`src/common/board_pkg.sv`:
```
package board_pkg;

  //////////////////////////////
  // Field types
  //////////////////////////////

  // Register port
  typedef logic [3:0]  reg_addr_t;
  typedef logic [31:0] reg_data_t;

  // Fan duty in sixteenths
  typedef logic [3:0]  fan_duty_t;

  typedef logic [1:0]  boot_mode_t;
  typedef logic [31:0] rtc_count_t;

  //////////////////////////////
  // Register map
  //////////////////////////////

  localparam reg_addr_t AddrId      = 4'd0;
  localparam reg_addr_t AddrRtc     = 4'd1;
  localparam reg_addr_t AddrFan     = 4'd2;
  localparam reg_addr_t AddrBoot    = 4'd3;
  localparam reg_addr_t AddrScratch = 4'd4;

  // Returned on reads of unmapped addresses
  localparam reg_data_t ErrVal      = 32'hBADC_AB1E;

  // Board identification word
  localparam reg_data_t BoardIdCode = 32'hB0A2_D001;

  // Register responder handshake states
  typedef enum logic [1:0] {
    RespIdle,
    RespAccess,
    RespAck
  } resp_state_e;

endpackage
```
`src/source/board_ctrl_top.sv`:
```
`timescale 1ns/1ns

module board_ctrl_top #(
  parameter logic [15:0] RtcDiv = 16'd25
) (
  input  logic                  soc_clk,
  input  logic                  rst_n,
  // Host register port
  input  logic                  req_i,
  input  logic                  we_i,
  input  board_pkg::reg_addr_t  addr_i,
  input  board_pkg::reg_data_t  wdata_i,
  output logic                  ack_o,
  output logic                  err_o,
  output board_pkg::reg_data_t  rdata_o,
  // Board pins
  input  board_pkg::fan_duty_t  fan_sw_i,
  input  board_pkg::boot_mode_t boot_mode_i,
  output logic                  rtc_tick_o,
  output logic                  fan_pwm_o,
  output board_pkg::boot_mode_t boot_mode_o
);

  board_pkg::rtc_count_t rtc_count;
  logic                  fan_ovr_en;
  board_pkg::fan_duty_t  fan_ovr_duty;
  board_pkg::fan_duty_t  fan_duty;

  //////////////////////////////
  // RTC tick
  //////////////////////////////

  rtc_tick_gen #(
    .RtcDiv      ( RtcDiv     )
  ) i_rtc_tick_gen (
    .soc_clk     ( soc_clk    ),
    .rst_n       ( rst_n      ),
    .rtc_tick_o  ( rtc_tick_o ),
    .rtc_count_o ( rtc_count  )
  );

  //////////////////////////////
  // Fan control
  //////////////////////////////

  fan_pwm i_fan_pwm (
    .soc_clk    ( soc_clk      ),
    .rst_n      ( rst_n        ),
    .fan_sw_i   ( fan_sw_i     ),
    .ovr_en_i   ( fan_ovr_en   ),
    .ovr_duty_i ( fan_ovr_duty ),
    .duty_o     ( fan_duty     ),
    .fan_pwm_o  ( fan_pwm_o    )
  );

  //////////////////////////////
  // Register responder
  //////////////////////////////

  board_reg_resp i_board_reg_resp (
    .soc_clk        ( soc_clk      ),
    .rst_n          ( rst_n        ),
    .req_i          ( req_i        ),
    .we_i           ( we_i         ),
    .addr_i         ( addr_i       ),
    .wdata_i        ( wdata_i      ),
    .ack_o          ( ack_o        ),
    .err_o          ( err_o        ),
    .rdata_o        ( rdata_o      ),
    .rtc_count_i    ( rtc_count    ),
    .fan_duty_i     ( fan_duty     ),
    .boot_mode_i    ( boot_mode_i  ),
    .fan_ovr_en_o   ( fan_ovr_en   ),
    .fan_ovr_duty_o ( fan_ovr_duty ),
    .boot_mode_o    ( boot_mode_o  )
  );

endmodule

```
`src/regbus/board_reg_resp.sv`:
```
`timescale 1ns/1ns

module board_reg_resp (
  input  logic                  soc_clk,
  input  logic                  rst_n,
  // Host register port
  input  logic                  req_i,
  input  logic                  we_i,
  input  board_pkg::reg_addr_t  addr_i,
  input  board_pkg::reg_data_t  wdata_i,
  output logic                  ack_o,
  output logic                  err_o,
  output board_pkg::reg_data_t  rdata_o,
  // Board state
  input  board_pkg::rtc_count_t rtc_count_i,
  input  board_pkg::fan_duty_t  fan_duty_i,
  input  board_pkg::boot_mode_t boot_mode_i,
  // Overrides
  output logic                  fan_ovr_en_o,
  output board_pkg::fan_duty_t  fan_ovr_duty_o,
  output board_pkg::boot_mode_t boot_mode_o
);

  board_pkg::resp_state_e state_q;
  board_pkg::resp_state_e state_d;
  logic                   req_q;
  logic                   do_access;
  logic                   addr_hit;
  board_pkg::reg_data_t   read_data;
  board_pkg::reg_data_t   rdata_q;
  logic                   err_q;

  board_pkg::reg_data_t   scratch_q;
  logic                   fan_ovr_en_q;
  board_pkg::fan_duty_t   fan_ovr_duty_q;
  logic                   boot_sel_q;
  board_pkg::boot_mode_t  boot_val_q;

  //////////////////////////////
  // Handshake FSM
  //////////////////////////////

  // Request sampled once before the FSM sees it
  always_ff @(posedge soc_clk or negedge rst_n) begin
    if (!rst_n) begin
      req_q <= 1'b0;
    end else begin
      req_q <= req_i;
    end
  end

  always_comb begin
    state_d = state_q;
    case (state_q)
      board_pkg::RespIdle: begin
        if (req_q) begin
          state_d = board_pkg::RespAccess;
        end
      end
      board_pkg::RespAccess: begin
        state_d = board_pkg::RespAck;
      end
      board_pkg::RespAck: begin
        // Hold ack until the host lets go
        if (!req_i) begin
          state_d = board_pkg::RespIdle;
        end
      end
      default: begin
        state_d = board_pkg::RespIdle;
      end
    endcase
  end

  always_ff @(posedge soc_clk or negedge rst_n) begin
    if (!rst_n) begin
      state_q <= board_pkg::RespIdle;
    end else begin
      state_q <= state_d;
    end
  end

  // Access completes on the edge that raises ack
  assign do_access = (state_q == board_pkg::RespAccess);

  //////////////////////////////
  // Decode and read mux
  //////////////////////////////

  always_comb begin
    addr_hit  = 1'b1;
    read_data = board_pkg::ErrVal;
    case (addr_i)
      board_pkg::AddrId:      read_data = board_pkg::BoardIdCode;
      board_pkg::AddrRtc:     read_data = rtc_count_i;
      board_pkg::AddrFan:     read_data = {27'd0, fan_ovr_en_q, fan_duty_i};
      board_pkg::AddrBoot:    read_data = {29'd0, boot_sel_q, boot_mode_o};
      board_pkg::AddrScratch: read_data = scratch_q;
      default:                addr_hit  = 1'b0;
    endcase
  end

  always_ff @(posedge soc_clk or negedge rst_n) begin
    if (!rst_n) begin
      err_q <= 1'b0;
    end else if (do_access) begin
      err_q <= ~addr_hit;
    end
  end

  // Writes return zero
  always_ff @(posedge soc_clk) begin
    if (do_access) begin
      rdata_q <= we_i ? '0 : read_data;
    end
  end

  //////////////////////////////
  // Writable registers
  //////////////////////////////

  // Id and RTC are read only, unmapped writes are dropped
  always_ff @(posedge soc_clk or negedge rst_n) begin
    if (!rst_n) begin
      scratch_q      <= '0;
      fan_ovr_en_q   <= 1'b0;
      fan_ovr_duty_q <= '0;
      boot_sel_q     <= 1'b0;
      boot_val_q     <= '0;
    end else if (do_access && we_i) begin
      case (addr_i)
        board_pkg::AddrFan: begin
          fan_ovr_duty_q <= wdata_i[3:0];
          fan_ovr_en_q   <= wdata_i[4];
        end
        board_pkg::AddrBoot: begin
          boot_val_q <= wdata_i[1:0];
          boot_sel_q <= wdata_i[2];
        end
        board_pkg::AddrScratch: begin
          scratch_q <= wdata_i;
        end
        default: begin
        end
      endcase
    end
  end

  assign ack_o          = (state_q == board_pkg::RespAck);
  assign err_o          = err_q;
  assign rdata_o        = rdata_q;
  assign fan_ovr_en_o   = fan_ovr_en_q;
  assign fan_ovr_duty_o = fan_ovr_duty_q;

  // Effective boot mode
  assign boot_mode_o = boot_sel_q ? boot_val_q : boot_mode_i;

endmodule

```
`src/fan_ctrl/fan_pwm.sv`:
```
`timescale 1ns/1ns

module fan_pwm (
  input  logic                 soc_clk,
  input  logic                 rst_n,
  input  board_pkg::fan_duty_t fan_sw_i,
  input  logic                 ovr_en_i,
  input  board_pkg::fan_duty_t ovr_duty_i,
  output board_pkg::fan_duty_t duty_o,
  output logic                 fan_pwm_o
);

  logic [3:0]           slot_q;
  logic [3:0]           slot_d;
  logic                 frame_end;
  board_pkg::fan_duty_t duty_sel;
  board_pkg::fan_duty_t duty_q;
  board_pkg::fan_duty_t duty_d;
  logic                 pwm_q;

  //////////////////////////////
  // Duty source
  //////////////////////////////

  // Software override wins over the board switches
  assign duty_sel = ovr_en_i ? ovr_duty_i : fan_sw_i;

  //////////////////////////////
  // Frame and slot counter
  //////////////////////////////

  // 16 slots per frame, counter wraps by itself
  assign slot_d    = slot_q + 4'd1;
  assign frame_end = (slot_q == 4'hf);

  // Duty only changes at a frame boundary
  assign duty_d = frame_end ? duty_sel : duty_q;

  always_ff @(posedge soc_clk or negedge rst_n) begin
    if (!rst_n) begin
      slot_q <= '0;
      duty_q <= '0;
    end else begin
      slot_q <= slot_d;
      duty_q <= duty_d;
    end
  end

  //////////////////////////////
  // PWM output
  //////////////////////////////

  // Registered compare against the next slot keeps the pin glitch free,
  // high for the first duty slots of every frame
  always_ff @(posedge soc_clk or negedge rst_n) begin
    if (!rst_n) begin
      pwm_q <= 1'b0;
    end else begin
      pwm_q <= (slot_d < duty_d);
    end
  end

  assign fan_pwm_o = pwm_q;
  assign duty_o    = duty_q;

endmodule

```
`src/source/rtc_tick_gen.sv`:
```
`timescale 1ns/1ns

module rtc_tick_gen #(
  parameter logic [15:0] RtcDiv = 16'd25
) (
  input  logic                  soc_clk,
  input  logic                  rst_n,
  output logic                  rtc_tick_o,
  output board_pkg::rtc_count_t rtc_count_o
);

  logic [15:0]           div_q;
  logic                  div_wrap;
  logic                  tick_q;
  board_pkg::rtc_count_t count_q;

  //////////////////////////////
  // Divider
  //////////////////////////////

  // Last soc_clk cycle of an RTC period
  assign div_wrap = (div_q == RtcDiv - 16'd1);

  always_ff @(posedge soc_clk or negedge rst_n) begin
    if (!rst_n) begin
      div_q <= '0;
    end else if (div_wrap) begin
      div_q <= '0;
    end else begin
      div_q <= div_q + 16'd1;
    end
  end

  // One-cycle tick, registered off the wrap
  always_ff @(posedge soc_clk or negedge rst_n) begin
    if (!rst_n) begin
      tick_q <= 1'b0;
    end else begin
      tick_q <= div_wrap;
    end
  end

  //////////////////////////////
  // Tick counter
  //////////////////////////////

  // Advances on the edge after each tick
  always_ff @(posedge soc_clk or negedge rst_n) begin
    if (!rst_n) begin
      count_q <= '0;
    end else if (tick_q) begin
      count_q <= count_q + 32'd1;
    end
  end

  assign rtc_tick_o  = tick_q;
  assign rtc_count_o = count_q;

endmodule

```
`config.mk`:
```
export PLATFORM = sky130hd
export DESIGN_NAME = board_ctrl_top
export DESIGN_NICKNAME = d
export VERILOG_FILES = /design/src/common/board_pkg.sv /design/src/source/board_ctrl_top.sv /design/src/regbus/board_reg_resp.sv /design/src/fan_ctrl/fan_pwm.sv /design/src/source/rtc_tick_gen.sv
export SDC_FILE = /design/constraint.sdc
export NUM_CORES = 1
export LEC_CHECK = 0
export ABC_AREA = 1
export BUFFER_PORTS_ARGS = -buffer_cell sky130_fd_sc_hd__buf_2
export CAP_MARGIN = 0
export CORE_MARGIN = 2
export CORE_UTILIZATION = 52
export DETAILED_ROUTE_END_ITERATION = 16
export PLACE_DENSITY = 0.84
export SLEW_MARGIN = 20
export SYNTH_ARGS = -nofsm -noshare
export SYNTH_HDL_FRONTEND = slang
export SYNTH_SLANG_ARGS = --single-unit
```
`constraint.sdc`:
```
create_clock -name soc_clk -period 3.24 [get_ports soc_clk]
set_clock_uncertainty 0.15 [all_clocks]
set_input_delay 0.648 -clock soc_clk [delete_from_list [all_inputs] [get_ports soc_clk]]
set_output_delay 0.648 -clock soc_clk [all_outputs]
set_load 0.03 [all_outputs]
```
# Word-level counts from Yosys, hierarchy flattened
# Cells that the tools add are included.
# W data, S select, Z words.
classes:
  addsub: 3
  muxes: 9
  reduce_logical: 8
  eq_ne: 10
  bitwise_logic: 1
  magnitude_cmp: 1
ops:
  columns: ["cell", "count"]
  rows:
  - ["$pmux W32 S5", 1]
  - ["$add A32 B1 Y32 const B", 1]
  - ["$add A16 B1 Y16 const B", 1]
  - ["$eq A16 B5 Y1 const B", 1]
  - ["$mux W16", 1]
  - ["$eq A4 B2 Y1 const B", 2]
  - ["$mux W4", 2]
  - ["$reduce_and A2 Y1", 4]
  - ["$mux W2", 3]
  - ["$pmux W2 S3", 1]
  - ["$reduce_or A5 Y1", 1]
  - ["$add A4 B1 Y4 const B", 1]
  - ["$eq A4 B1 Y1 const B", 1]
  - ["$eq A4 B3 Y1 const B", 1]
  - ["$eq A4 B4 Y1 const B", 1]
  - ["$logic_not A4 Y1", 1]
  - ["$lt A4 B4 Y1", 1]
  - ["$eq A2 B1 Y1 const B", 1]
  - ["$eq A2 B2 Y1 const B", 1]
  - ["$logic_not A2 Y1", 1]
  - ["$ne A2 B1 Y1 const B", 1]
  - ["$ne A2 B2 Y1 const B", 1]
  - ["$logic_and A1 B1 Y1", 1]
  - ["$mux W1", 1]
  - ["$not A1 Y1", 1]
totals:
  word_cells: 47
  reg_bits: 134
  inputBits: 46

# Depth between registers and ports, before layout
depth:
  word_depth: 4
  mapped_depth: 9
  mapped_depth_nobuf: 9

# Modules after synthesis
# A second synthesis with hierarchy kept.
hier_totals:
  cells_unflattened: 791
  area_unflattened_um2: 6695.2
by_module_without_submodules:
  columns: ["mod", "seq_area_each_um2", "instances", "cells_per_inst", "area_per_inst_um2"]
  rows:
  - ["board_reg_resp", 2062.0, 1, 393, 3547.2]
  - ["rtc_tick_gen", 1226.2, 1, 343, 2662.6]
  - ["fan_pwm", 225.2, 1, 55, 485.5]

# Least setup slack after synthesis
# OpenSTA, ideal clock, no wires.
synth_path:
  kind: "register to register"
  from: "register i_board_reg_resp.state_q[1]"
  to: "register i_board_reg_resp.scratch_q[11]"
  path_stages_with_launch: 8
  setup_time_ps: 123
  period_less_slack_ps: 2311
  setup_slack_ps: 929
  arrival_ps: 2038
  required_time_ps: 2967
  path_cell_list: "dfrtp_1 > nor2_2 > inv_2 > nor2_8 > nand2_1 > buf_2 > nor2_1 > a21oi_1"
synth_between:
  elab_chain_cells: 3
synth_lines:
  columns: ["element", "line_no", "text"]
  rows:
  - ["start, declared", "board_reg_resp.sv:24", "board_pkg::resp_state_e state_q;"]
  - ["start signal, assigned", "board_reg_resp.sv:77", "state_q <= board_pkg::RespIdle;"]
  - ["start signal, assigned", "board_reg_resp.sv:79", "state_q <= state_d;"]
  - ["$eq A2 B1 Y1", "board_reg_resp.sv:84", "assign do_access = (state_q == board_pkg::RespAccess);"]
  - ["$logic_and A1 B1 Y1", "board_reg_resp.sv:130", "end else if (do_access && we_i) begin"]
  - ["$reduce_and A2 Y1 (no source line)", null, null]
  - ["end signal, assigned", "board_reg_resp.sv:141", "scratch_q <= wdata_i;"]
  - ["end, declared", "board_reg_resp.sv:33", "board_pkg::reg_data_t scratch_q;"]
# No other way between the ends.
# A chain may end at the register's enable or synchronous reset.

# Worst setup path in the final report
layout_path:
  from: "register i_board_reg_resp.boot_sel_q"
  to: "output boot_mode_o[0]"
layout_between:
  elab_chain_cells: 1
layout_lines:
  columns: ["element", "line_no", "text"]
  rows:
  - ["start, declared", "board_reg_resp.sv:36", "logic boot_sel_q;"]
  - ["start signal, assigned", "board_reg_resp.sv:138", "boot_sel_q <= wdata_i[2];"]
  - ["$mux W2", "board_reg_resp.sv:156", "assign boot_mode_o = boot_sel_q ? boot_val_q : boot_mode_i;"]
  - ["end, declared", "board_ctrl_top.sv:21", "output board_pkg::boot_mode_t boot_mode_o"]
# No other way between the ends.

==> flow_summary.yaml <==
floorplanning:
  initial_core_util_pct: 53.4
  die_height_microns: 115
  die_w_microns: 115
  std_cell_rows: 40
  core-area_sq_um: 12000
  ioPinCount: 84
  die_area_sq_um: 13200
critical_path:
  required_ns: 2.44
  cp_top_family: "flip-flops"
  r2r_cells: 8
  cp-start-kind: "flop"
  crit_fanout: 6
  cp.arrival_ns: 1.53
  critPathSlowestCell: "dfrtp_1"
  reg2reg_slack_ns: 1.00
  rr_endpoint: "i_board_reg_resp.scratch_q[8]"
  end_kind: "output port"
  reg2reg_from: "i_board_reg_resp.state_q[1]"
  path_cells: "o21ai_0, buf_2"
  critical_path_class: "flop to output port"
  max_stage_delay_ns: 0.43
  path_buf_inv: 1
placed_design:
  dpl.hpwl_mm: 10.7
  dp_slack_ns: 0.832
  place_area_sq_um: 7010
  gp_congestion: 0.959
  dp.cells: 964
  port_buffers: 83
global_route:
  grt.total_usage_pct: 24.6
  antenna_found_initial: 0
  grt_overflow_total: 0
  grt_first_pass_wirelength_mm: 24.8
  grt_max_degree: 51
  grt_pass1_vias: 5115
routing:
  final_antenna_net_count: 0
  drt-pass1-iter-count: 8
  drc: 0
  via_count: 5205
  vias_per_cell: 5.23
  wl_per_cell_microns: 14.8
  first_iter_violations: 501
  routed_wirelength_mm: 14.8
clock_tree:
  cts_root_buf: "clkbuf_16"
  postCtsHoldBufs: 0
  post_cts_resized: 0
  numCtsBuffers: 17
  cts_tree: "built"
  cts.sinks: 134
  cts_setup_buffers: 0
  cts-htree-levels: 4
  cts_max_path_buffers: 2
  insertion_delay_ns: 0.42
  clk_pin_slew_ns: 0.05
power:
  cellPowerDensity_nw_per_um2: 619
  power.total_w: 0.00468
  vdd_ir_drop_max_uv: 331
  power_leakage_nw: 3.78
logic_synthesis:
  syn-cell-area_sq_um: 6410
  async_reset_ff_share_pct: 76.1
  synth_edf_count: 32
  synth_top_flop_cell: "dfrtp_1"
  syn-num-nets: 795
  yosys_warnings: 0
  synthCells: 742
  synth-seq-cells: 134
  ys_types: 32
  seq_area_frac_synth_pct: 54.8
  syn_avg_cell_area_sq_um: 8.64
sta:
  period_needed_ns: 2.33
  hold_viol: 0
  worst_slack_ns: 0.908
  worst_pin_slew_ns: 0.722
  setup_violations: 0
  final-max-slew-violation-count: 0
  fmax_mhz: 429
  rsz0062_at_grt: "no"
  fin_crit_sh_pct: 72.0
  slew-limit-headroom_pct: 51.5
  setup_tns_ns: 0
layout:
  stdcell_count: 996
  layout.cells.most_common_list: "227 x nand2_1, 102 x dfrtp_1, 96 x inv_1, 82 x buf_2, 53 x nand3_1"
  layout.nets: 889
  antenna_cells: 0
  final_common_cell: "nand2_1"
  areaGrowthSynthToFinish_pct: 18.0
  final_cell_area_sq_um: 7570
  nFillCells: 954
  drive_gt1_share_pct: 17.1
hold_path:
  hold_path.class: "primary input to asynchronous set/reset pin"
run:
  drv_cap: 0
outcome:
  status: "finished clean"
## layer usage
layer / routed length [microns] / GRT usage (%)
met5: 0 / 0
met4: 304 / 9.16
met3: 1260 / 8.22
met2: 6880 / 38.0
met1: 6330 / 32.7
## report_power, final
| group | switching, W | total [W] | internal, W | leakage, nW |
|---|---|---|---|---|
| sequential | 0.000147 | 0.00217 | 0.00202 | 1.66 |
| combinational | 0.000537 | 0.000748 | 0.000210 | 1.84 |
| clock | 0.000674 | 0.00177 | 0.00109 | 0.277 |
| total | 0.00136 | 0.00468 | 0.00332 | 3.78 |
## worst max path at each step
stage	start	endpoint	slack (ns)	cells after the start
final	i_board_reg_resp.boot_sel_q	boot_mode_o[0]	0.91	2
after global routing	i_board_reg_resp.state_q[0]	i_board_reg_resp.fan_ovr_en_o	0.79	8
after CTS	i_board_reg_resp.boot_sel_q	boot_mode_o[0]	0.93	2
after detailed placement	addr_i[1]	i_board_reg_resp.rdata_o[0]	0.83	9
after global placement	addr_i[1]	i_board_reg_resp.rdata_o[1]	0.88	9
after floorplan	i_board_reg_resp.state_q[1]	i_board_reg_resp.scratch_q[11]	0.93	7
## cells in the mapped netlist (3+ instances only)
| master | n | area, sq um |
|---|---|---|
| clkbuf_1 | 4 | 15.0 |
| nand3_1 | 53 | 265 |
| nor3_1 | 14 | 70.1 |
| nor2_4 | 4 | 45.0 |
| inv_1 | 96 | 360 |
| inv_2 | 3 | 11.3 |
| a21oi_1 | 28 | 140 |
| nand2_1 | 227 | 852 |
| xor2_1 | 26 | 228 |
| dfrtp_1 | 102 | 2550 |
| xnor2_1 | 9 | 78.8 |
| ha_1 | 7 | 87.6 |
| nor2_1 | 52 | 195 |
| nand3b_1 | 3 | 22.5 |
| o21ai_0 | 41 | 205 |
| nand4_1 | 7 | 43.8 |
| edfxtp_1 | 32 | 961 |
| nor2_2 | 4 | 25.0 |
| buf_2 | 11 | 55.1 |
## logic make-up after synthesis
family | synth area share, %
and+or+nand+nor | 26.0
DFF | 54.8
buffers and inverters | 7.12
AOI/OAI and AO/OA | 5.72
xor gates and xnor gates | 5.03
adders and majority gates | 1.37
## registers in the layout, summed over array words and instances, names as in the netlist
name                             flops
i_board_reg_resp.rdata_o            32
i_rtc_tick_gen.rtc_count_o          32
i_fan_pwm.slot_q                     4
i_board_reg_resp.boot_sel_q          1
i_rtc_tick_gen.rtc_tick_o            1
i_board_reg_resp.err_o               1
i_board_reg_resp.boot_val_q          2
i_board_reg_resp.req_q               1
i_board_reg_resp.state_q             2
i_fan_pwm.fan_pwm_o                  1
i_fan_pwm.duty_o                     4
i_board_reg_resp.scratch_q          32
i_board_reg_resp.fan_ovr_duty_o      4
i_board_reg_resp.fan_ovr_en_o        1
i_rtc_tick_gen.div_q                16
## cell type report
type / instances / area, sq um / share of cell area [%]
clock buffers: 24 / 513 / 6.78
well taps: 147 / 184 / 2.43
flip-flops and latches: 134 / 3510 / 46.4
multi-input cells: 492 / 2440 / 32.3
repair buffers: 92 / 498 / 6.58
clock inverters: 8 / 45.0 / 0.595
inverters: 99 / 372 / 4.91
## worst reg2reg max path: cells and delay by family, from the launching register on
family	cells	cell delay [ns]
simple gates	4	0.68
buf+inv	3	0.83
flops	1	0.39
compound gates	1	0.06
## per-stage QoR
stage / hold slack (ns) / util [%]
4_1_cts: 0.123 / 63.0
3_3_place_gp: 0.302 / 58.4
5_1_grt: 0.150 / 63.0
2_1_floorplan: 0.202 / -
6_report: 0.108 / 63.0
3_5_place_dp: 0.313 / 58.4
Note: power is estimated with default switching activity, not from simulation.
